## src/design/nocPkg.sv

```systemverilog
`default_nettype none

package nocPkg;

  localparam int numPorts = 5; // local, north, east, west, south.
  localparam int flitWidth = 16;
  localparam int typeWidth = 3;
  localparam int budgetWidth = 12; // length field of a header.

  typedef logic [flitWidth-1:0] flitWordT;
  typedef logic [typeWidth-1:0] flitTypeT;
  typedef logic [budgetWidth-1:0] budgetT;
  typedef logic [numPorts-1:0] portMaskT; // bit 0 local up to bit 4 south.

  localparam flitTypeT reservedType = 3'd0; // never sent on a live link.
  localparam flitTypeT headerType = 3'd1;

  // bit 0 is idle, the port states follow in mask order
  typedef enum logic [numPorts:0] {
    arbIdle  = 6'b000001,
    arbLocal = 6'b000010,
    arbNorth = 6'b000100,
    arbEast  = 6'b001000,
    arbWest  = 6'b010000,
    arbSouth = 6'b100000
  } arbStateT;

endpackage

`default_nettype wire
```

## src/design/routerOutputPort.sv

```systemverilog
`timescale 1ns/1ps
`default_nettype none

module routerOutputPort (
  input  wire                   clk,
  input  wire                   rst,
  input  wire nocPkg::portMaskT req,
  input  wire nocPkg::flitWordT lFlit,
  input  wire nocPkg::flitWordT nFlit,
  input  wire nocPkg::flitWordT eFlit,
  input  wire nocPkg::flitWordT wFlit,
  input  wire nocPkg::flitWordT sFlit,
  output nocPkg::portMaskT      grant,
  output logic                  outValid,
  output nocPkg::flitWordT      outFlit
);

  nocPkg::budgetT lBudget;
  nocPkg::budgetT nBudget;
  nocPkg::budgetT eBudget;
  nocPkg::budgetT wBudget;
  nocPkg::budgetT sBudget;

  flitDecoder i_decoder (
    .clk     (clk),
    .rst     (rst),
    .lFlit   (lFlit),
    .nFlit   (nFlit),
    .eFlit   (eFlit),
    .wFlit   (wFlit),
    .sFlit   (sFlit),
    .lBudget (lBudget),
    .nBudget (nBudget),
    .eBudget (eBudget),
    .wBudget (wBudget),
    .sBudget (sBudget)
  );

  portArbiter i_arbiter (
    .clk     (clk),
    .rst     (rst),
    .req     (req),
    .lBudget (lBudget),
    .nBudget (nBudget),
    .eBudget (eBudget),
    .wBudget (wBudget),
    .sBudget (sBudget),
    .grant   (grant)
  );

  outputCrossbar i_crossbar (
    .clk      (clk),
    .rst      (rst),
    .grant    (grant),
    .req      (req),
    .lFlit    (lFlit),
    .nFlit    (nFlit),
    .eFlit    (eFlit),
    .wFlit    (wFlit),
    .sFlit    (sFlit),
    .outValid (outValid),
    .outFlit  (outFlit)
  );

endmodule

`default_nettype wire

```

## src/design/outputCrossbar.sv

```systemverilog
`timescale 1ns/1ps
`default_nettype none

module outputCrossbar (
  input  wire                   clk,
  input  wire                   rst,
  input  wire nocPkg::portMaskT grant,
  input  wire nocPkg::portMaskT req,
  input  wire nocPkg::flitWordT lFlit,
  input  wire nocPkg::flitWordT nFlit,
  input  wire nocPkg::flitWordT eFlit,
  input  wire nocPkg::flitWordT wFlit,
  input  wire nocPkg::flitWordT sFlit,
  output logic                  outValid,
  output nocPkg::flitWordT      outFlit
);

  nocPkg::flitWordT flit [nocPkg::numPorts];
  nocPkg::flitWordT selFlit;
  logic             selValid;

  assign flit[0] = lFlit;
  assign flit[1] = nFlit;
  assign flit[2] = eFlit;
  assign flit[3] = wFlit;
  assign flit[4] = sFlit;

  always_comb
  begin
    selFlit = '0; // zero when nothing is granted.
    for (int i = 0; i < nocPkg::numPorts; i++)
    begin
      if (grant[i])
        selFlit = selFlit | flit[i];
    end
    selValid = (grant & req) != '0;
  end

  always_ff @(posedge clk)
  begin
    if (rst)
    begin
      outValid <= 1'b0;
      outFlit  <= '0;
    end
    else
    begin
      outValid <= selValid;
      outFlit  <= selFlit;
    end
  end

  aValidNeedsGrant: assert property (
    @(posedge clk) disable iff (rst) outValid |-> $past(grant) != '0
  );

endmodule

`default_nettype wire

```

## src/design/portArbiter.sv

```systemverilog
`timescale 1ns/1ps
`default_nettype none

module portArbiter (
  input  wire                   clk,
  input  wire                   rst,
  input  wire nocPkg::portMaskT req,
  input  wire nocPkg::budgetT   lBudget,
  input  wire nocPkg::budgetT   nBudget,
  input  wire nocPkg::budgetT   eBudget,
  input  wire nocPkg::budgetT   wBudget,
  input  wire nocPkg::budgetT   sBudget,
  output nocPkg::portMaskT      grant
);

  nocPkg::arbStateT state;
  nocPkg::arbStateT nextState;
  nocPkg::budgetT   budget [nocPkg::numPorts];
  nocPkg::portMaskT runTimer;
  wire nocPkg::portMaskT timesUp;
  nocPkg::portMaskT pick;
  int               holderIdx;

  // first set bit of mask, searching cyclically from start
  function automatic nocPkg::portMaskT firstFrom(input nocPkg::portMaskT mask,
                                                  input int start);
    nocPkg::portMaskT found;
    int idx;
    found = '0;
    for (int k = 0; k < nocPkg::numPorts; k++)
    begin
      idx = (start + k) % nocPkg::numPorts;
      if (mask[idx] && (found == '0))
        found[idx] = 1'b1;
    end
    return found;
  endfunction

  assign budget[0] = lBudget;
  assign budget[1] = nBudget;
  assign budget[2] = eBudget;
  assign budget[3] = wBudget;
  assign budget[4] = sBudget;

  for (genvar i = 0; i < nocPkg::numPorts; i++)
  begin : gTimer
    grantTimer i_timer (
      .clk      (clk),
      .rst      (rst),
      .budget   (budget[i]),
      .runTimer (runTimer[i]),
      .timesUp  (timesUp[i])
    );
  end

  assign grant = state[nocPkg::numPorts:1]; // drop the idle bit.

  always_comb
  begin
    holderIdx = 0;
    for (int i = 0; i < nocPkg::numPorts; i++)
    begin
      if (grant[i])
        holderIdx = i;
    end
  end

  always_comb
  begin
    runTimer = '0;
    if (state == nocPkg::arbIdle)
      pick = firstFrom(req, 0); // fixed priority, local first.
    else if (req[holderIdx] && !timesUp[holderIdx])
    begin
      pick = grant;
      runTimer = grant;
    end
    else
      pick = firstFrom(req & ~grant, holderIdx + 1); // rotate past the holder.
    nextState = nocPkg::arbStateT'({pick, pick == '0});
  end

  always_ff @(posedge clk)
  begin
    if (rst)
      state <= nocPkg::arbIdle;
    else
      state <= nextState;
  end

  aStateOneHot: assert property (@(posedge clk) disable iff (rst) $onehot(state));

  // a new grant must go to a port that was requesting when it was decided
  aGrantToRequester: assert property (
    @(posedge clk) disable iff (rst)
    (grant != '0) && (grant != $past(grant)) |-> (grant & $past(req)) == grant
  );

endmodule

`default_nettype wire

```

## src/design/grantTimer.sv

```systemverilog
`timescale 1ns/1ps
`default_nettype none

module grantTimer (
  input  wire                 clk,
  input  wire                 rst,
  input  wire nocPkg::budgetT budget,
  input  wire                 runTimer,
  output logic                timesUp
);

  nocPkg::budgetT count;

  always_ff @(posedge clk)
  begin
    if (rst)
      count <= '0;
    else if (runTimer)
      count <= count + 1'b1;
    else
      count <= '0; // grant released or not yet held.
  end

  // a budget of zero expires in the first grant cycle
  assign timesUp = (count == budget);

  // the arbiter must drop runTimer once the count reaches the budget
  aCountInBudget: assert property (
    @(posedge clk) disable iff (rst) runTimer |-> count <= budget
  );

endmodule

`default_nettype wire

```

## src/design/flitDecoder.sv

```systemverilog
`timescale 1ns/1ps
`default_nettype none

module flitDecoder (
  input  wire                clk,
  input  wire                rst,
  input  wire nocPkg::flitWordT lFlit,
  input  wire nocPkg::flitWordT nFlit,
  input  wire nocPkg::flitWordT eFlit,
  input  wire nocPkg::flitWordT wFlit,
  input  wire nocPkg::flitWordT sFlit,
  output nocPkg::budgetT     lBudget,
  output nocPkg::budgetT     nBudget,
  output nocPkg::budgetT     eBudget,
  output nocPkg::budgetT     wBudget,
  output nocPkg::budgetT     sBudget
);

  nocPkg::flitWordT flit [nocPkg::numPorts];
  nocPkg::flitTypeT flitType [nocPkg::numPorts];
  nocPkg::budgetT   budget [nocPkg::numPorts];
  nocPkg::portMaskT isHeader;
  nocPkg::portMaskT badType;

  assign flit[0] = lFlit;
  assign flit[1] = nFlit;
  assign flit[2] = eFlit;
  assign flit[3] = wFlit;
  assign flit[4] = sFlit;

  always_comb
  begin
    for (int i = 0; i < nocPkg::numPorts; i++)
    begin
      flitType[i] = flit[i][nocPkg::flitWidth-1 -: nocPkg::typeWidth];
      isHeader[i] = (flitType[i] == nocPkg::headerType); // request level not needed.
      // an idle link carries all zeros
      badType[i] = (flit[i] != '0) && (flitType[i] == nocPkg::reservedType);
    end
  end

  always_ff @(posedge clk)
  begin
    for (int i = 0; i < nocPkg::numPorts; i++)
    begin
      if (rst)
        budget[i] <= '0;
      else if (isHeader[i])
        budget[i] <= flit[i][nocPkg::budgetWidth-1:0]; // packet length.
    end
  end

  assign lBudget = budget[0];
  assign nBudget = budget[1];
  assign eBudget = budget[2];
  assign wBudget = budget[3];
  assign sBudget = budget[4];

  aNoReservedType: assert property (@(posedge clk) disable iff (rst) badType == '0);

endmodule

`default_nettype wire

```

## config.mk

```make
export PLATFORM = sky130hd
export DESIGN_NAME = routerOutputPort
export DESIGN_NICKNAME = d
export VERILOG_FILES = /design/src/design/nocPkg.sv /design/src/design/routerOutputPort.sv /design/src/design/outputCrossbar.sv /design/src/design/portArbiter.sv /design/src/design/grantTimer.sv /design/src/design/flitDecoder.sv
export SDC_FILE = /design/constraint.sdc
export NUM_CORES = 1
export LEC_CHECK = 0
export BUFFER_PORTS_ARGS = -buffer_cell sky130_fd_sc_hd__buf_2
export CAP_MARGIN = 0
export CELL_PAD_IN_SITES_DETAIL_PLACEMENT = 0
export CELL_PAD_IN_SITES_GLOBAL_PLACEMENT = 1
export CORE_MARGIN = 1
export CORE_UTILIZATION = 31
export CTS_CLUSTER_DIAMETER = 100
export DETAILED_ROUTE_END_ITERATION = 12
export GPL_TIMING_DRIVEN = 0
export PLACE_DENSITY_LB_ADDON = 0.08
export SLEW_MARGIN = 0
export SYNTH_ARGS = -nofsm -noshare
export SYNTH_HDL_FRONTEND = slang
export SYNTH_SLANG_ARGS = --single-unit
export TNS_END_PERCENT = 1
```

## constraint.sdc

```tcl
create_clock -name clk -period 5.6 [get_ports clk]
set_input_delay 0.56 -clock clk [delete_from_list [all_inputs] [get_ports clk]]
set_output_delay 0.56 -clock clk [all_outputs]
set_load 0.02 [all_outputs]
```

; ---- Yosys cells after proc, flatten, opt, wreduce, memory -nomap -nowiden
; Memories as Yosys holds them, arrays and structs flattened.
; Cells that the tools add are included.
[word_totals]
ff_bits = 83
ram_bits = 60
wordCells = 185
mem_count = 1
[mem_list]
columns = memory, depth, word_bits, rd, rd_ports_with_merged_regs, write_ports, line_no
row1 = i_decoder.budget, 5, 12, 5, 0, 5, flitDecoder.sv:21  ; nocPkg::budgetT budget [nocPkg::numPorts];
[classes]
add_sub_neg = 10
div = 5
magnitude_cmp = 11
eq_ne = 11
n_mux = 88
bitwise_logic = 22
n_reduce_logical = 29
[op_table]
columns = op, count
row1 = 32-bit by 5-bit less-than comparator with 1-bit output (second input constant), 6
row2 = 32-bit by 1-bit greater-or-equal comparator with 1-bit output (second input constant), 5
row3 = 32-bit by 4-bit remainder unit with 32-bit output (second input constant), 5
row4 = 32-bit two-way mux, 3
row5 = 5-bit two-way mux, 17
row6 = 16-bit two-way mux, 5
row7 = 32-bit by 2-bit adder with 32-bit output (second input constant), 2
row8 = 32-bit by 3-bit adder with 32-bit output (second input constant), 2
row9 = 16-bit OR, 4
row10 = 12-bit by 1-bit adder with 12-bit output (second input constant), 5
row11 = 12-bit equality test, 5
row12 = 12-bit two-way mux, 5
row13 = 1-bit two-way mux, 46
row14 = 32-bit by 4-bit adder with 32-bit output (second input constant), 1
row15 = 5-bit logical NOT, 5
row16 = 1-bit binary-select mux with 3-bit select, 7
row17 = 5-bit OR, 4
row18 = 1-bit demux with 3-bit select, 5
row19 = 3-bit by 1-bit equality test with 1-bit output (second input constant), 5
row20 = 1-bit logical AND, 14
row21 = 5-bit bitwise AND, 2
row22 = 2-bit OR reduction, 5
row23 = 6-bit by 1-bit equality test with 1-bit output (second input constant), 1
row24 = 1-bit NOT, 6
row25 = other kinds (7), 11

; ---- Longest topological paths before layout
; Gate-level depths: netlist of the first run.
[depth]
word_depth = 34
ltp_mapped = 16
mapped_depth_nobuf = 14

; ---- Hierarchy
; A second synthesis of the first run with hierarchy kept.
[unflattened]
hier_cells = 779
hier_area_um2 = 7985.2
[modules_own_cells]
columns = mod, instances, cells_per_inst, area_each_um2, seq_area_each_um2
row1 = grantTimer, 5, 76, 659.4, 240.2
row2 = flitDecoder, 1, 141, 2472.4, 1801.7
row3 = portArbiter, 1, 178, 1406.3, 120.1
row4 = outputCrossbar, 1, 80, 809.5, 340.3

; ---- Worst setup path before layout of the first run
; OpenSTA, ideal clock, no wires.
[synth_timing]
path_kind = reg2reg
startpoint = register i_arbiter.state[5]
endpoint = register i_arbiter.state[0]
setup_ns = 0.116
arrival_time_ns = 3.295
required_time_ns = 5.484
slack_ns = 2.189
stages_incl_launch_ff = 17
n_path_buf = 3
synth_period_minus_slack_ns = 3.411
path_cell_list = dfxtp_1 > buf_2 > clkbuf_1 > nor2_1 > ha_1 > buf_2 > inv_1 > ha_1 > nor3_1 > a311oi_2 > o211ai_1 > or3b_1 > a311oi_1 > o211ai_1 > a31oi_1 > a211oi_1 > a41o_1
[synth_via]
elab_chain_len = 31
[synth_lines]
columns = element, line_no
row1 = "start, declared", portArbiter.sv:16  ; nocPkg::arbStateT state;
row2 = "start signal, assigned", portArbiter.sv:86  ; state <= nocPkg::arbIdle;
row3 = "start signal, assigned", portArbiter.sv:88  ; state <= nextState;
row4 = "parallel branches: the longest is 29 deep, another holds 32-bit by 2-bit adder with 32-bit output", n/a
row5 = 5-bit two-way mux *, portArbiter.sv:71  ; if (state == nocPkg::arbIdle)
row6 = 5-bit logical NOT *, portArbiter.sv:80  ; nextState = nocPkg::arbStateT'({pick, pick == '0});
; Every way passes the cells marked *. The select of a mux whose other input is x is not followed.
; A chain may end at the register's enable or synchronous reset.

; ---- Worst setup path in the final report of the first run
; Ends and elaborated chain as after synthesis.

==> Flow_metrics.wiki, run 1 <==
{| class="wikitable"
! Metric !! Value
|-
| Buffers inserted by post-CTS timing repair || 0
|-
| Row count || 55
|-
| Worst-Skew Late Latency || 0.42 ns
|-
| Vias post-DR || 5724
|-
| Vias in the first global route || 5673
|-
| HP Start || eFlit[12]
|-
| Io pins || 109
|-
| Clock tree skew after final layout || 0.0109 ns
|-
| Cts bufs inserted || 17
|-
| Number of enable-type register cells in the synthesized netlist || 60
|-
| Count of warnings emitted by yosys || 0
|-
| Count of final max-slew check failures || 0
|-
| R2r worst-path depth || 16
|-
| Final net count || 931
|-
| Sequential-to-total area share from yosys stat || 0.486
|-
| Root buffer cell || sky130_fd_sc_hd__clkbuf_16
|-
| CTS tree || yes
|-
| Initial Utilization || 0.316
|-
| DRC errors left || 0
|-
| Pleak || 3.22 nW
|-
| Area overhead of the layout relative to synthesis || 20.8%
|-
| Worst hold path stage count || 3
|-
| Unique masters post-synth || 62
|-
| Initial antenna violation count || 0
|-
| Final estimated routing congestion in global placement || 0.826
|-
| Share of cells above drive strength 1 || 0.202
|-
| Worst flop-to-flop path endpoint || i_arbiter.state[0]
|-
| Worst setup startpoint || i_arbiter.state[5]
|-
| Total GRT Usage || 0.190
|-
| Flop-to-flop setup slack || 1.45 ns
|-
| Worst Hold Class || primary input to flop
|-
| Ant. Diodes || 0
|-
| Power Dens Cells || 393 nW/µm²
|-
| Post-route non-filler standard cell count || 1133
|-
| Critical path type || flop to flop
|-
| Reg2Reg Launch Point || i_arbiter.state[5]
|-
| Core box area || 22600 µm²
|-
| Wire length of the first global-routing pass || 33300 µm
|-
| Syn avg cell area || 10.0 µm²
|-
| Fin crit period || 4.15 ns
|-
| Number of routed nets with antenna violations || 0
|-
| Initial DRT Pass Iterations || 5
|-
| Hpwl dp || 17300 µm
|-
| Maximum net fanout on the critical path || 10
|-
| Die Height || 154 µm
|-
| Hold bufs inserted after CTS || 0
|-
| Maximum number of pins on one net before global-route repair || 17
|-
| Endpoint, Worst Hold || i_crossbar.outFlit[12]
|-
| Worst-Margin Slew || 0.893 ns
|-
| Setup violation total in the final timing report || 0
|-
| CTS H-tree lvls || 4
|-
| Initial DRC Count || 467
|-
| Final hold vios || 0
|-
| Post-Syn Instances || 710
|-
| Final cycle utilization of the critical path || 0.741
|-
| Sum of negative setup slack || 0 ns
|-
| Routed wirelength normalized by instance count || 19.5 µm
|-
| Register clock-pin slew on the reported worst setup and hold paths || 0.06 ns
|-
| Detailed-routed wire length on met3 || 1100 µm
|-
| Met1 layer wirelength in the final routing || 10600 µm
|-
| Arr. time, crit path || 4.51 ns
|-
| Max-cap viol count || 0
|-
| Fillers || 2266
|-
| Die area || 23600 µm²
|-
| Via density || 5.05
|-
| Number of sinks on the clock net || 143
|-
| Cells resized by post-CTS repair || 0
|-
| Highest Clock Rate || 241 MHz
|-
| Required time of the critical path || 5.96 ns
|-
| Leading register cell type out of synthesis || sky130_fd_sc_hd__dfxtp_1
|-
| Max layer used || met4
|-
| RSZ-0062 raised after global routing || false
|-
| Detailed Route WL || 22100 µm
|-
| Proportion of synthesized flip-flops having asynchronous set or reset || 0
|-
| Overflow left after global routing || 0
|-
| Run status || finished clean
|-
| Detail Route met2 WL || 10100 µm
|-
| Relative slew margins || 0.403
|-
| Post-synth net total || 806
|-
| #FFs+latches synth || 143
|-
| Cell count after placement || 1101
|-
| Horizontal die dimension || 154 µm
|-
| Bufs on Longest Clock Path || 2
|-
| Syn Std Cell Area || 7130 µm²
|-
| Worst Hold Slack || 0.422 ns
|-
| Worst supply voltage drop on vdd || 0.155 mV
|-
| Count of buffers from port buffering || 106
|-
| Startpoint Class || flop
|-
| Critical path endpoint category || flop
|}
## final cells by class
| cell class | count | area (µm²) | area share |
|---|---|---|---|
| Sequential cell | 143 | 3460 | 0.402 |
| Multi-Input combinational cell | 516 | 3430 | 0.398 |
| Timing Repair Buffer | 106 | 531 | 0.0616 |
| Clock buffer | 22 | 497 | 0.0577 |
| Tap cell | 285 | 357 | 0.0414 |
| Buffer | 37 | 183 | 0.0212 |
| Clock inverter | 10 | 98.8 | 0.0115 |
| Inverter | 14 | 52.6 | 0.00610 |
## state kept, by name, summed over array words and instances, names as in the netlist
| register | flops |
|---|---|
| i_crossbar.outValid | 1 |
| i_decoder.budget | 60 |
| i_arbiter.gTimer.i_timer.count | 60 |
| i_crossbar.outFlit | 16 |
| i_arbiter.state | 6 |
## per-layer routing
layer / up-vias / GRT usage
met4: 0 / 0.0571
met3: 18 / 0.0349
met1: 2781 / 0.266
met2: 161 / 0.298
li1: 2764 / -
met5: - / 0
## stage by stage
| step | util | power (W) | area [µm²] | setup slack [ns] |
|---|---|---|---|---|
| after global placement | 0.355 | 0.00227 | 8010 | 1.43 |
| final | 0.381 | 0.00339 | 8610 | 1.45 |
| after floorplan | - | 0.00192 | 7130 | 2.19 |
| after global routing | 0.381 | 0.00355 | 8610 | 1.09 |
| after CTS | 0.381 | 0.00340 | 8610 | 1.45 |
| after detailed placement | 0.355 | 0.00226 | 8010 | 1.49 |
## worst max-delay path, stage by stage (launching register included)
cell and delay [ns]:
sky130_fd_sc_hd__dfxtp_1 0.33, sky130_fd_sc_hd__buf_2 0.27, sky130_fd_sc_hd__clkbuf_1 0.43, sky130_fd_sc_hd__nor2_1 0.13, sky130_fd_sc_hd__ha_1 0.29, sky130_fd_sc_hd__buf_2 0.21
sky130_fd_sc_hd__inv_1 0.08, sky130_fd_sc_hd__ha_1 0.36, sky130_fd_sc_hd__or3b_1 0.36, sky130_fd_sc_hd__a21oi_1 0.25, sky130_fd_sc_hd__nor3_1 0.06, sky130_fd_sc_hd__or2_1 0.24
sky130_fd_sc_hd__and4_4 0.19, sky130_fd_sc_hd__nand3_1 0.07, sky130_fd_sc_hd__a21oi_1 0.07, sky130_fd_sc_hd__a221oi_1 0.47, sky130_fd_sc_hd__a41o_1 0.25
## cells in the mapped netlist, types with 7 or more instances
library cell               number  area share
sky130_fd_sc_hd__nor2_1        84       0.044
sky130_fd_sc_hd__dfxtp_1       83        0.23
sky130_fd_sc_hd__xnor2_1       75       0.092
sky130_fd_sc_hd__and2_1        61       0.054
sky130_fd_sc_hd__edfxtp_1      60        0.25
sky130_fd_sc_hd__xor2_1        35       0.043
sky130_fd_sc_hd__a21oi_1       29       0.020
sky130_fd_sc_hd__nand2_1       28       0.015
sky130_fd_sc_hd__and3_1        26       0.023
sky130_fd_sc_hd__nand3_1       25       0.018
sky130_fd_sc_hd__nand4_1       20       0.018
sky130_fd_sc_hd__clkbuf_1      19       0.010
sky130_fd_sc_hd__a222oi_1      18       0.025
sky130_fd_sc_hd__a22oi_1       18       0.019
sky130_fd_sc_hd__inv_1         12      0.0063
sky130_fd_sc_hd__nor2b_1       12       0.011
sky130_fd_sc_hd__ha_1           9       0.016
sky130_fd_sc_hd__nor3_1         9      0.0063
sky130_fd_sc_hd__buf_2          8      0.0056
sky130_fd_sc_hd__buf_4          7      0.0074
## kinds of logic (layout without fill, tap and decap cells)
kind of cell    after synthesis  in the layout  synth area share
flops                       143            143             0.486
simple gates                295            295             0.221
mux                           2              2           0.00299
buf+inv                      51            189            0.0330
xor+xnor                    110            110             0.135
fa+ha+maj                     9              9            0.0158
compound gates              100            100             0.106
## how the worst max path moves through the flow
stage	to	slack (ns)	cells past startpoint
2_1_floorplan	i_arbiter.state[0]	2.19	16
3_3_place_gp	i_arbiter.state[0]	1.43	16
3_5_place_dp	i_arbiter.state[0]	1.49	16
4_1_cts	i_arbiter.state[0]	1.45	16
5_1_grt	i_arbiter.state[0]	1.09	16
6_report	i_arbiter.state[0]	1.45	16
## placed cells by master (no fill, tap or decap), types with 19 or more instances in the layout
master and count:
sky130_fd_sc_hd__buf_2 114, sky130_fd_sc_hd__and2_1 61, sky130_fd_sc_hd__nor2_1 84, sky130_fd_sc_hd__nand3_1 25, sky130_fd_sc_hd__nand2_1 28, sky130_fd_sc_hd__clkbuf_1 21, sky130_fd_sc_hd__clkbuf_16 19, sky130_fd_sc_hd__dfxtp_1 83
sky130_fd_sc_hd__nand4_1 20, sky130_fd_sc_hd__a21oi_1 29, sky130_fd_sc_hd__xor2_1 35, sky130_fd_sc_hd__and3_1 26, sky130_fd_sc_hd__xnor2_1 75, sky130_fd_sc_hd__edfxtp_1 60
## where the power goes
group	internal, W	switching [W]	total, W
combinational	0.000360	0.000638	0.000998
sequential	0.00119	0.0000602	0.00125
clock	0.000681	0.000455	0.00114
total	0.00223	0.00115	0.00339
Note: power is estimated with default switching activity, not from simulation.
==> run 2: changes to the inputs <==
Settings changed: ABC_AREA set to 1.
Clock period 5.6 ns to 3.6 ns, I/O delays scaled along.
==> run 2 against run 1 <==
Compared with the run above:
- register-to-register slack worse by 1.2 ns
- flip-flop and latch count unchanged
- synthesized cell count up 30%
- sequential share of layout area down 3.5 points
- power up 140%
- clock power up 54%
- critical path type unchanged
- largest power group is now combinational cells
- non-clock buffer count up 14
- first-iteration DRC count down 17%
- maximum frequency up 25%
- largest cell class is now multi-input combinational cells
- critical path depth up 14
==> Flow_metrics.wiki, run 2 <==
{| class="wikitable"
! Metric !! Value
|-
| Run status || finished clean
|-
| Final hold vios || 0 (unchanged)
|-
| Count of buffers from port buffering || 108 (+1.9%)
|-
| Final estimated routing congestion in global placement || 0.773 (-6.5%)
|-
| Unique masters post-synth || 50 (-19%)
|-
| Bufs on Longest Clock Path || 2 (unchanged)
|-
| Initial DRT Pass Iterations || 5 (unchanged)
|-
| Final cycle utilization of the critical path || 0.925 (+0.183)
|-
| Clock tree skew after final layout || 0.0122 ns (+0.00136 ns)
|-
| Vias post-DR || 6419 (+12%)
|-
| Post-place instance area || 8540 µm² (+6.6%)
|-
| Register clock-pin slew on the reported worst setup and hold paths || 0.06 ns (about the same)
|-
| Worst-Skew Late Latency || 0.42 ns (about the same)
|-
| Total GRT Usage || 0.192 (+0.00117)
|-
| Startpoint Class || flop
|-
| Share of cells above drive strength 1 || 0.219 (+0.0170)
|-
| Via density || 4.57 (-9.5%)
|-
| Worst supply voltage drop on vdd || 0.520 mV (+240%)
|-
| DRC errors left || 0 (unchanged)
|-
| Routed wirelength normalized by instance count || 16.3 µm (-16%)
|-
| Initial antenna violation count || 1 (+1)
|-
| Worst Hold Class || primary input to flop
|-
| Die Height || 158 µm (+3.1%)
|-
| Overflow left after global routing || 0 (unchanged)
|-
| Most frequent standard cell in the layout excluding fill and tap cells || sky130_fd_sc_hd__nor2_1
|-
| Cts bufs inserted || 17 (unchanged)
|-
| Critical path endpoint category || flop
|-
| Post-synth net total || 1021 (+27%)
|-
| Post-Syn Instances || 925 (+30%)
|-
| Most frequent CP cell || sky130_fd_sc_hd__nand2_1
|-
| Largest cells by area after synthesis || sky130_fd_sc_hd__edfxtp_1 24%, sky130_fd_sc_hd__dfxtp_1 22%, sky130_fd_sc_hd__nor2_1 7.6%
|-
| Sum of negative setup slack || 0 ns (unchanged)
|-
| #FFs+latches synth || 143 (unchanged)
|-
| Largest regs || i_arbiter.gTimer.i_timer.count (60), i_decoder.budget (60), i_crossbar.outFlit (16)
|-
| Post-route cell area || 9450 µm² (+9.8%)
|-
| Count of final max-slew check failures || 0 (unchanged)
|-
| Horizontal die dimension || 158 µm (+3.1%)
|-
| Yosys top cell area share || 0.238 (-0.0151)
|-
| Io pins || 109 (unchanged)
|-
| Critical Path Slowest Stage Cell || sky130_fd_sc_hd__dfxtp_4
|-
| Maximum cell stage delay along the critical path || 0.40 ns (-0.07 ns)
|-
| Maximum number of pins on one net before global-route repair || 17 (unchanged)
|-
| Wire length of the first global-routing pass || 34800 µm (+4.4%)
|-
| Row count || 56 (+1.8%)
|-
| Proportion of synthesized flip-flops having asynchronous set or reset || 0 (unchanged)
|-
| Critical path type || flop to flop
|-
| Top-count cell post-synth || sky130_fd_sc_hd__nor2_1
|-
| Flop-to-flop setup slack || 0.27 ns (-1.18 ns)
|-
| CTS tree || yes
|-
| Required time of the critical path || 3.88 ns (-2.08 ns)
|-
| Root buffer cell || sky130_fd_sc_hd__clkbuf_16
|-
| Initial Utilization || 0.319 (+0.00337)
|-
| Arr. time, crit path || 3.61 ns (-0.90 ns)
|-
| Vias in the first global route || 6234 (+9.9%)
|-
| Fin crit period || 3.33 ns (-0.823 ns)
|-
| Initial DRC Count || 389 (-17%)
|-
| Top cell type by total area after synthesis || sky130_fd_sc_hd__edfxtp_1
|-
| Detailed Route WL || 22900 µm (+3.8%)
|-
| Number of sinks on the clock net || 143 (unchanged)
|-
| Worst-Margin Slew || 0.702 ns (-0.191 ns)
|-
| Max-cap viol count || 0 (unchanged)
|-
| Relative slew margins || 0.532 (+0.130)
|-
| Hold bufs inserted after CTS || 0 (unchanged)
|-
| Cell count after placement || 1354 (+23%)
|-
| Most frequent cells after synthesis || 153 x sky130_fd_sc_hd__nor2_1, 140 x sky130_fd_sc_hd__inv_1, 117 x sky130_fd_sc_hd__nand2_1
|-
| Final net count || 1167 (+25%)
|-
| Die area || 25100 µm² (+6.3%)
|-
| Power Dens Cells || 866 nW/µm² (+120%)
|-
| Core box area || 23800 µm² (+5.2%)
|-
| Leading register cell type out of synthesis || sky130_fd_sc_hd__dfxtp_1
|-
| CTS H-tree lvls || 4 (unchanged)
|-
| Syn Std Cell Area || 7580 µm² (+6.4%)
|-
| Post-route non-filler standard cell count || 1404 (+24%)
|-
| Number of routed nets with antenna violations || 0 (unchanged)
|-
| Number of enable-type register cells in the synthesized netlist || 60 (unchanged)
|-
| Area overhead of the layout relative to synthesis || 24.7%
|-
| Commonest cells after routing, fill and taps aside || 151 x sky130_fd_sc_hd__nor2_1, 139 x sky130_fd_sc_hd__inv_1, 110 x sky130_fd_sc_hd__nand2_1
|-
| Pleak || 4.08 nW (+27%)
|-
| Count of warnings emitted by yosys || 0 (unchanged)
|-
| Highest Clock Rate || 300 MHz (+25%)
|-
| Sequential-to-total area share from yosys stat || 0.457 (-0.0290)
|-
| Syn avg cell area || 8.19 µm² (-18%)
|-
| Setup violation total in the final timing report || 0 (unchanged)
|-
| Hpwl dp || 18200 µm (+5.3%)
|-
| Worst path buffer plus inverter count || 3 (-1)
|-
| Gate family responsible for the most delay along the worst path || simple AND/OR/NAND/NOR gates
|-
| Maximum net fanout on the critical path || 5 (-5)
|}
## run 2: what timing repair did
action,4_1_cts,5_1_grt
resized for setup,8,39
pin swaps,1,12
setup buffers,1,16
setup endpoints to repair,6,6
## run 2: worst paths after layout
| kind | from | endpoint | cells after the start |
|---|---|---|---|
| hold / removal | wFlit[12] | i_crossbar.outFlit[12] | 3 |
| setup / recovery | i_arbiter.state[3] | i_arbiter.state[0] | 30 |
| setup reg to reg | i_arbiter.state[3] | i_arbiter.state[0] | 30 |
| hold reg to reg | i_arbiter.gTimer[2].i_timer.count[0] | i_arbiter.gTimer[2].i_timer.count[0] | 1 |
## run 2: through the flow
stage / hold slack (ns) / power, W / worst slack [ns] / util
3_5_place_dp: 0.474 / 0.00579 / -0.261 / 0.360
5_1_grt: 0.190 / 0.00879 / -0.0174 / 0.398
6_report: 0.196 / 0.00818 / 0.272 / 0.398
2_1_floorplan: 0.429 / 0.00479 / 0.279 / -
4_1_cts: 0.177 / 0.00766 / 0.00181 / 0.386
3_3_place_gp: 0.462 / 0.00583 / -0.316 / 0.359
## run 2: layer usage
| metal | track usage | vias up | routed length [µm] |
|---|---|---|---|
| met5 | 0 | - | 0 |
| met4 | 0.0641 | 0 | 327 |
| met3 | 0.0316 | 18 | 832 |
| met2 | 0.315 | 121 | 10800 |
| met1 | 0.254 | 2941 | 11000 |
| li1 | - | 3339 | - |
## run 2: where the power goes
group          internal, W  switching (W)
clock              0.00103       0.000717
sequential         0.00186      0.0000836
combinational      0.00161        0.00288
total              0.00451        0.00368
## run 2: worst min-delay path, stage by stage
cell                      delay (ns)
sky130_fd_sc_hd__buf_2          0.09
sky130_fd_sc_hd__nand2_1        0.05
sky130_fd_sc_hd__a21oi_1        0.06
## run 2: layout make-up
class	instances	area, µm²
clock inverter	9	71.3
inverter	150	586
antenna	1	2.50
clock buffer	23	522
sequential	143	3470
timing repair buffer	127	683
fill	2482	14300
tap	319	399
multi-input combinational	602	3540
buffer	30	181
## run 2: kinds of logic (layout without fill, tap and decap cells)
family,after synthesis,in the layout,share of synthesized area
simple gates,419,419,0.260
buf+inv,180,339,0.0964
flops,143,143,0.457
compound gates,106,106,0.0933
xor+xnor,68,68,0.0786
fa+ha+maj,9,9,0.0149
other cells,0,1,0
==> run 3: changes to the inputs <==
Settings changed: SYNTH_HIERARCHICAL set to 1.
==> run 3 against run 2 <==
Compared with the run above:
- power fell by 17%
- synthesized cell count up 32%
- area after synthesis grew 14%
- flip-flop and latch count unchanged
==> Flow_metrics.wiki, run 3 <==
{| class="wikitable"
! Metric !! Value
|-
| Switching power total || 0.00282 W (-23%)
|-
| Proportion of synthesized flip-flops having asynchronous set or reset || 0 (unchanged)
|-
| Io pins || 109 (unchanged)
|-
| Worst path buffer plus inverter count || 2 (-1)
|-
| Clock tree skew after final layout || 0.0160 ns (+0.00377 ns)
|-
| Number of sinks on the clock net || 143 (unchanged)
|-
| Area overhead of the layout relative to synthesis || 19.2%
|-
| Critical path endpoint category || flop
|-
| Worst Hold Slack || 0.254 ns (+0.0578 ns)
|-
| Worst Hold Class || primary input to flop
|-
| Pleak || 4.67 nW (+14%)
|-
| Flop-to-flop setup slack || 0.31 ns (+0.04 ns)
|-
| Largest cells by area after synthesis || sky130_fd_sc_hd__edfxtp_1 21%, sky130_fd_sc_hd__dfxtp_1 19%, sky130_fd_sc_hd__nand2_1 15%
|-
| Power Dens Cells || 660 nW/µm² (-24%)
|-
| Part of the total power dissipated in the clock network || 0.278 (+0.064)
|-
| Vias in the first global route || 7010 (+12%)
|-
| Count of buffers from port buffering || 108 (unchanged)
|-
| Max-cap viol count || 0 (unchanged)
|-
| Series of cell instances along the critical path || inv_2 > nand2_4 > nand2_8 > nand2_4 > ha_1 > inv_2 > ha_1 > nor2_4 > nand3_2 > nor3_1 > a21oi_1 > nor2_2 > nand3_2 > o21bai_2 > nor2_2 > nand4_1 > nand2_1 > a21oi_1 > nand2_1 > nor2_1 > nand4_1 > nand2_1
|-
| Count of final max-slew check failures || 0 (unchanged)
|-
| Initial antenna violation count || 0 (-1)
|-
| Core box area || 27200 µm² (+14%)
|-
| CTS tree || yes
|-
| Setup violation total in the final timing report || 0 (unchanged)
|-
| Root buffer cell || sky130_fd_sc_hd__clkbuf_16
|-
| Most frequent cells after synthesis || 351 x sky130_fd_sc_hd__nand2_1, 212 x sky130_fd_sc_hd__inv_1, 176 x sky130_fd_sc_hd__nor2_1
|-
| Initial DRC Count || 423 (+8.7%)
|-
| Routed wirelength normalized by instance count || 14.5 µm (-11%)
|-
| Via density || 4.18 (-8.6%)
|-
| Largest regs || i_arbiter/gTimer.i_timer/count (60), i_decoder/budget (60), i_crossbar/outFlit (16)
|-
| Total internal power || 0.00399 W (-12%)
|-
| Yosys top cell area share || 0.208 (-0.0293)
|-
| Sequential-to-total area share from yosys stat || 0.401 (-0.0564)
|-
| Detailed Route WL || 25000 µm (+9.1%)
|-
| Unique masters post-synth || 38 (-24%)
|-
| Horizontal die dimension || 169 µm (+6.7%)
|-
| Critical Path Slowest Stage Cell || sky130_fd_sc_hd__dfxtp_2
|-
| Highest Clock Rate || 304 MHz (+1.1%)
|-
| Run status || finished clean
|-
| Final net count || 1440 (+23%)
|-
| Final Core Density || 0.379 (-0.0187)
|-
| Gate family responsible for the most delay along the worst path || simple AND/OR/NAND/NOR gates
|-
| Count of warnings emitted by yosys || 6 (+6)
|-
| Commonest cells after routing, fill and taps aside || 351 x sky130_fd_sc_hd__nand2_1, 211 x sky130_fd_sc_hd__inv_1, 173 x sky130_fd_sc_hd__nor2_1
|-
| Share of cells above drive strength 1 || 0.218 (about the same)
|-
| Post-Syn Instances || 1217 (+32%)
|-
| Maximum cell stage delay along the critical path || 0.34 ns (-0.06 ns)
|-
| Hold bufs inserted after CTS || 0 (unchanged)
|-
| Leading register cell type out of synthesis || sky130_fd_sc_hd__dfxtp_1
|-
| Maximum net fanout on the critical path || 7 (+2)
|-
| Top cell type by total area after synthesis || sky130_fd_sc_hd__edfxtp_1
|-
| Row count || 60 (+7.1%)
|-
| Cells resized by post-CTS repair || 0 (-8)
|-
| Required time of the critical path || 3.96 ns (+0.08 ns)
|-
| Worst-Margin Slew || 0.550 ns (-0.151 ns)
|-
| Buffers inserted by post-CTS timing repair || 0 (-1)
|-
| Final estimated routing congestion in global placement || 0.796 (+3.1%)
|-
| Number of enable-type register cells in the synthesized netlist || 60 (unchanged)
|-
| Total GRT Usage || 0.184 (-0.00796)
|-
| Wire length of the first global-routing pass || 39000 µm (+12%)
|-
| Final cycle utilization of the critical path || 0.915 (-0.00985)
|-
| Hpwl dp || 20100 µm (+11%)
|-
| Fraction of power spent switching nets || 0.415 (-0.0348)
|-
| Combinational cell fraction of total power || 0.443 (-0.106)
|-
| Most frequent standard cell in the layout excluding fill and tap cells || sky130_fd_sc_hd__nand2_1
|-
| Startpoint Class || flop
|-
| Arr. time, crit path || 3.65 ns (+0.04 ns)
|-
| Fin crit period || 3.29 ns (-0.0355 ns)
|-
| Bufs on Longest Clock Path || 2 (unchanged)
|-
| Ant. Diodes || 0 (-1)
|-
| Syn avg cell area || 7.10 µm² (-13%)
|-
| Register clock-pin slew on the reported worst setup and hold paths || 0.06 ns (about the same)
|-
| Post-synth net total || 1313 (+29%)
|-
| Critical path type || flop to flop
|-
| Number of routed nets with antenna violations || 0 (unchanged)
|-
| Die area || 28600 µm² (+14%)
|-
| Final hold vios || 0 (unchanged)
|-
| Die Height || 169 µm (+6.7%)
|-
| Syn Std Cell Area || 8650 µm² (+14%)
|-
| Sequential power share || 0.279 (+0.042)
|-
| Top-count cell post-synth || sky130_fd_sc_hd__nand2_1
|-
| Relative slew margins || 0.630 (+0.0981)
|-
| Worst supply voltage drop on vdd || 0.626 mV (+20%)
|-
| Vias post-DR || 7217 (+12%)
|-
| Worst-Skew Late Latency || 0.42 ns (about the same)
|-
| Overflow left after global routing || 0 (unchanged)
|-
| Maximum number of pins on one net before global-route repair || 17 (unchanged)
|-
| Initial DRT Pass Iterations || 4 (-1)
|-
| Initial Utilization || 0.318 (-0.000918)
|-
| DRC errors left || 0 (unchanged)
|-
| Most frequent CP cell || sky130_fd_sc_hd__nand2_1
|-
| CTS H-tree lvls || 4 (unchanged)
|-
| Fillers || 2966 (+20%)
|-
| #FFs+latches synth || 143 (unchanged)
|-
| Cts bufs inserted || 17 (unchanged)
|}
run 3: cell types whose count changed after synthesis, moves of 11 or more:
cell / change
sky130_fd_sc_hd__inv_1: +72
sky130_fd_sc_hd__a221oi_1: -16
sky130_fd_sc_hd__clkbuf_1: -16
sky130_fd_sc_hd__nor2_1: +23
sky130_fd_sc_hd__o22ai_1: -17
sky130_fd_sc_hd__nand2_1: +234
sky130_fd_sc_hd__nand3_1: +11
sky130_fd_sc_hd__nor2_2: +54
sky130_fd_sc_hd__nand3_2: +12
sky130_fd_sc_hd__nand4_1: -15
sky130_fd_sc_hd__nor2_4: +15
sky130_fd_sc_hd__xnor2_1: -21
sky130_fd_sc_hd__nor3b_1: -21
sky130_fd_sc_hd__xor2_1: -12
run 3: power by group through the flow:
| stage | registers [W] | logic, W | clock network [W] |
|---|---|---|---|
| 6_report | 0.00190 | 0.00301 | 0.00190 |
| 5_1_grt | 0.00191 | 0.00340 | 0.00202 |
| 4_1_cts | 0.00189 | 0.00299 | 0.00196 |
| 3_5_place_dp | 0.00193 | 0.00298 | 0 |
| 3_3_place_gp | 0.00193 | 0.00300 | 0 |
| 2_1_floorplan | 0.00196 | 0.00214 | 0 |
run 3: worst paths after layout:
check,startpoint,to,cells past startpoint
max reg2reg,i_arbiter/state[3],i_arbiter/state[0],22
max,i_arbiter/state[3],i_arbiter/state[0],22
min reg2reg,i_arbiter/gTimer[2].i_timer/count[0],i_arbiter/gTimer[2].i_timer/count[0],1
min,lFlit[10],i_decoder/budget[0][10],3
run 3: metrics by stage:
step	TNS [ns]	cell area (µm²)	setup WS [ns]	std cells	total power (W)
after floorplan	0	8650	0.585	1217	0.00410
after global placement	0	9650	0.0208	1697	0.00493
after detailed placement	0	9650	0.0544	1697	0.00491
after CTS	0	10300	0.0403	1727	0.00684
after global routing	-0.00558	10300	-0.00558	1727	0.00734
final	0	10300	0.307	1727	0.00681
run 3: logic make-up after synthesis:
group	after synthesis	synth area share
AND/OR/NAND/NOR	720	0.382
buffers and inverters	240	0.123
AO/OA/AOI/OAI	70	0.0459
flip-flops	143	0.401
adder cells (fa/ha/maj)	9	0.0130
XOR/XNOR	35	0.0355
run 3: final cells by class:
cell class,instances,area [µm²],share of cell area
multi-input combinational,834,4140,0.402
tap,372,465,0.0452
inverter,217,825,0.0800
sequential,143,3470,0.336
clock buffer,25,572,0.0555
timing repair buffer,108,541,0.0524
buffer,23,235,0.0228
clock inverter,5,62.6,0.00607
run 3: metal layers:
| metal | track usage | vias to the layer above | wire (µm) |
|---|---|---|---|
| met2 | 0.302 | 85 | 11700 |
| met4 | 0.0427 | 0 | 211 |
| met3 | 0.0311 | 12 | 768 |
| met5 | 0 | - | 0 |
| met1 | 0.251 | 3166 | 12400 |
| li1 | - | 3954 | - |
run 3: worst reg2reg max path: cells and delay by family, from the launching register on:
kind,cells,cell delay [ns]
compound gates,3,0.49
fa+ha+maj,2,0.68
buf+inv,2,0.20
flops,1,0.34
simple gates,15,1.54
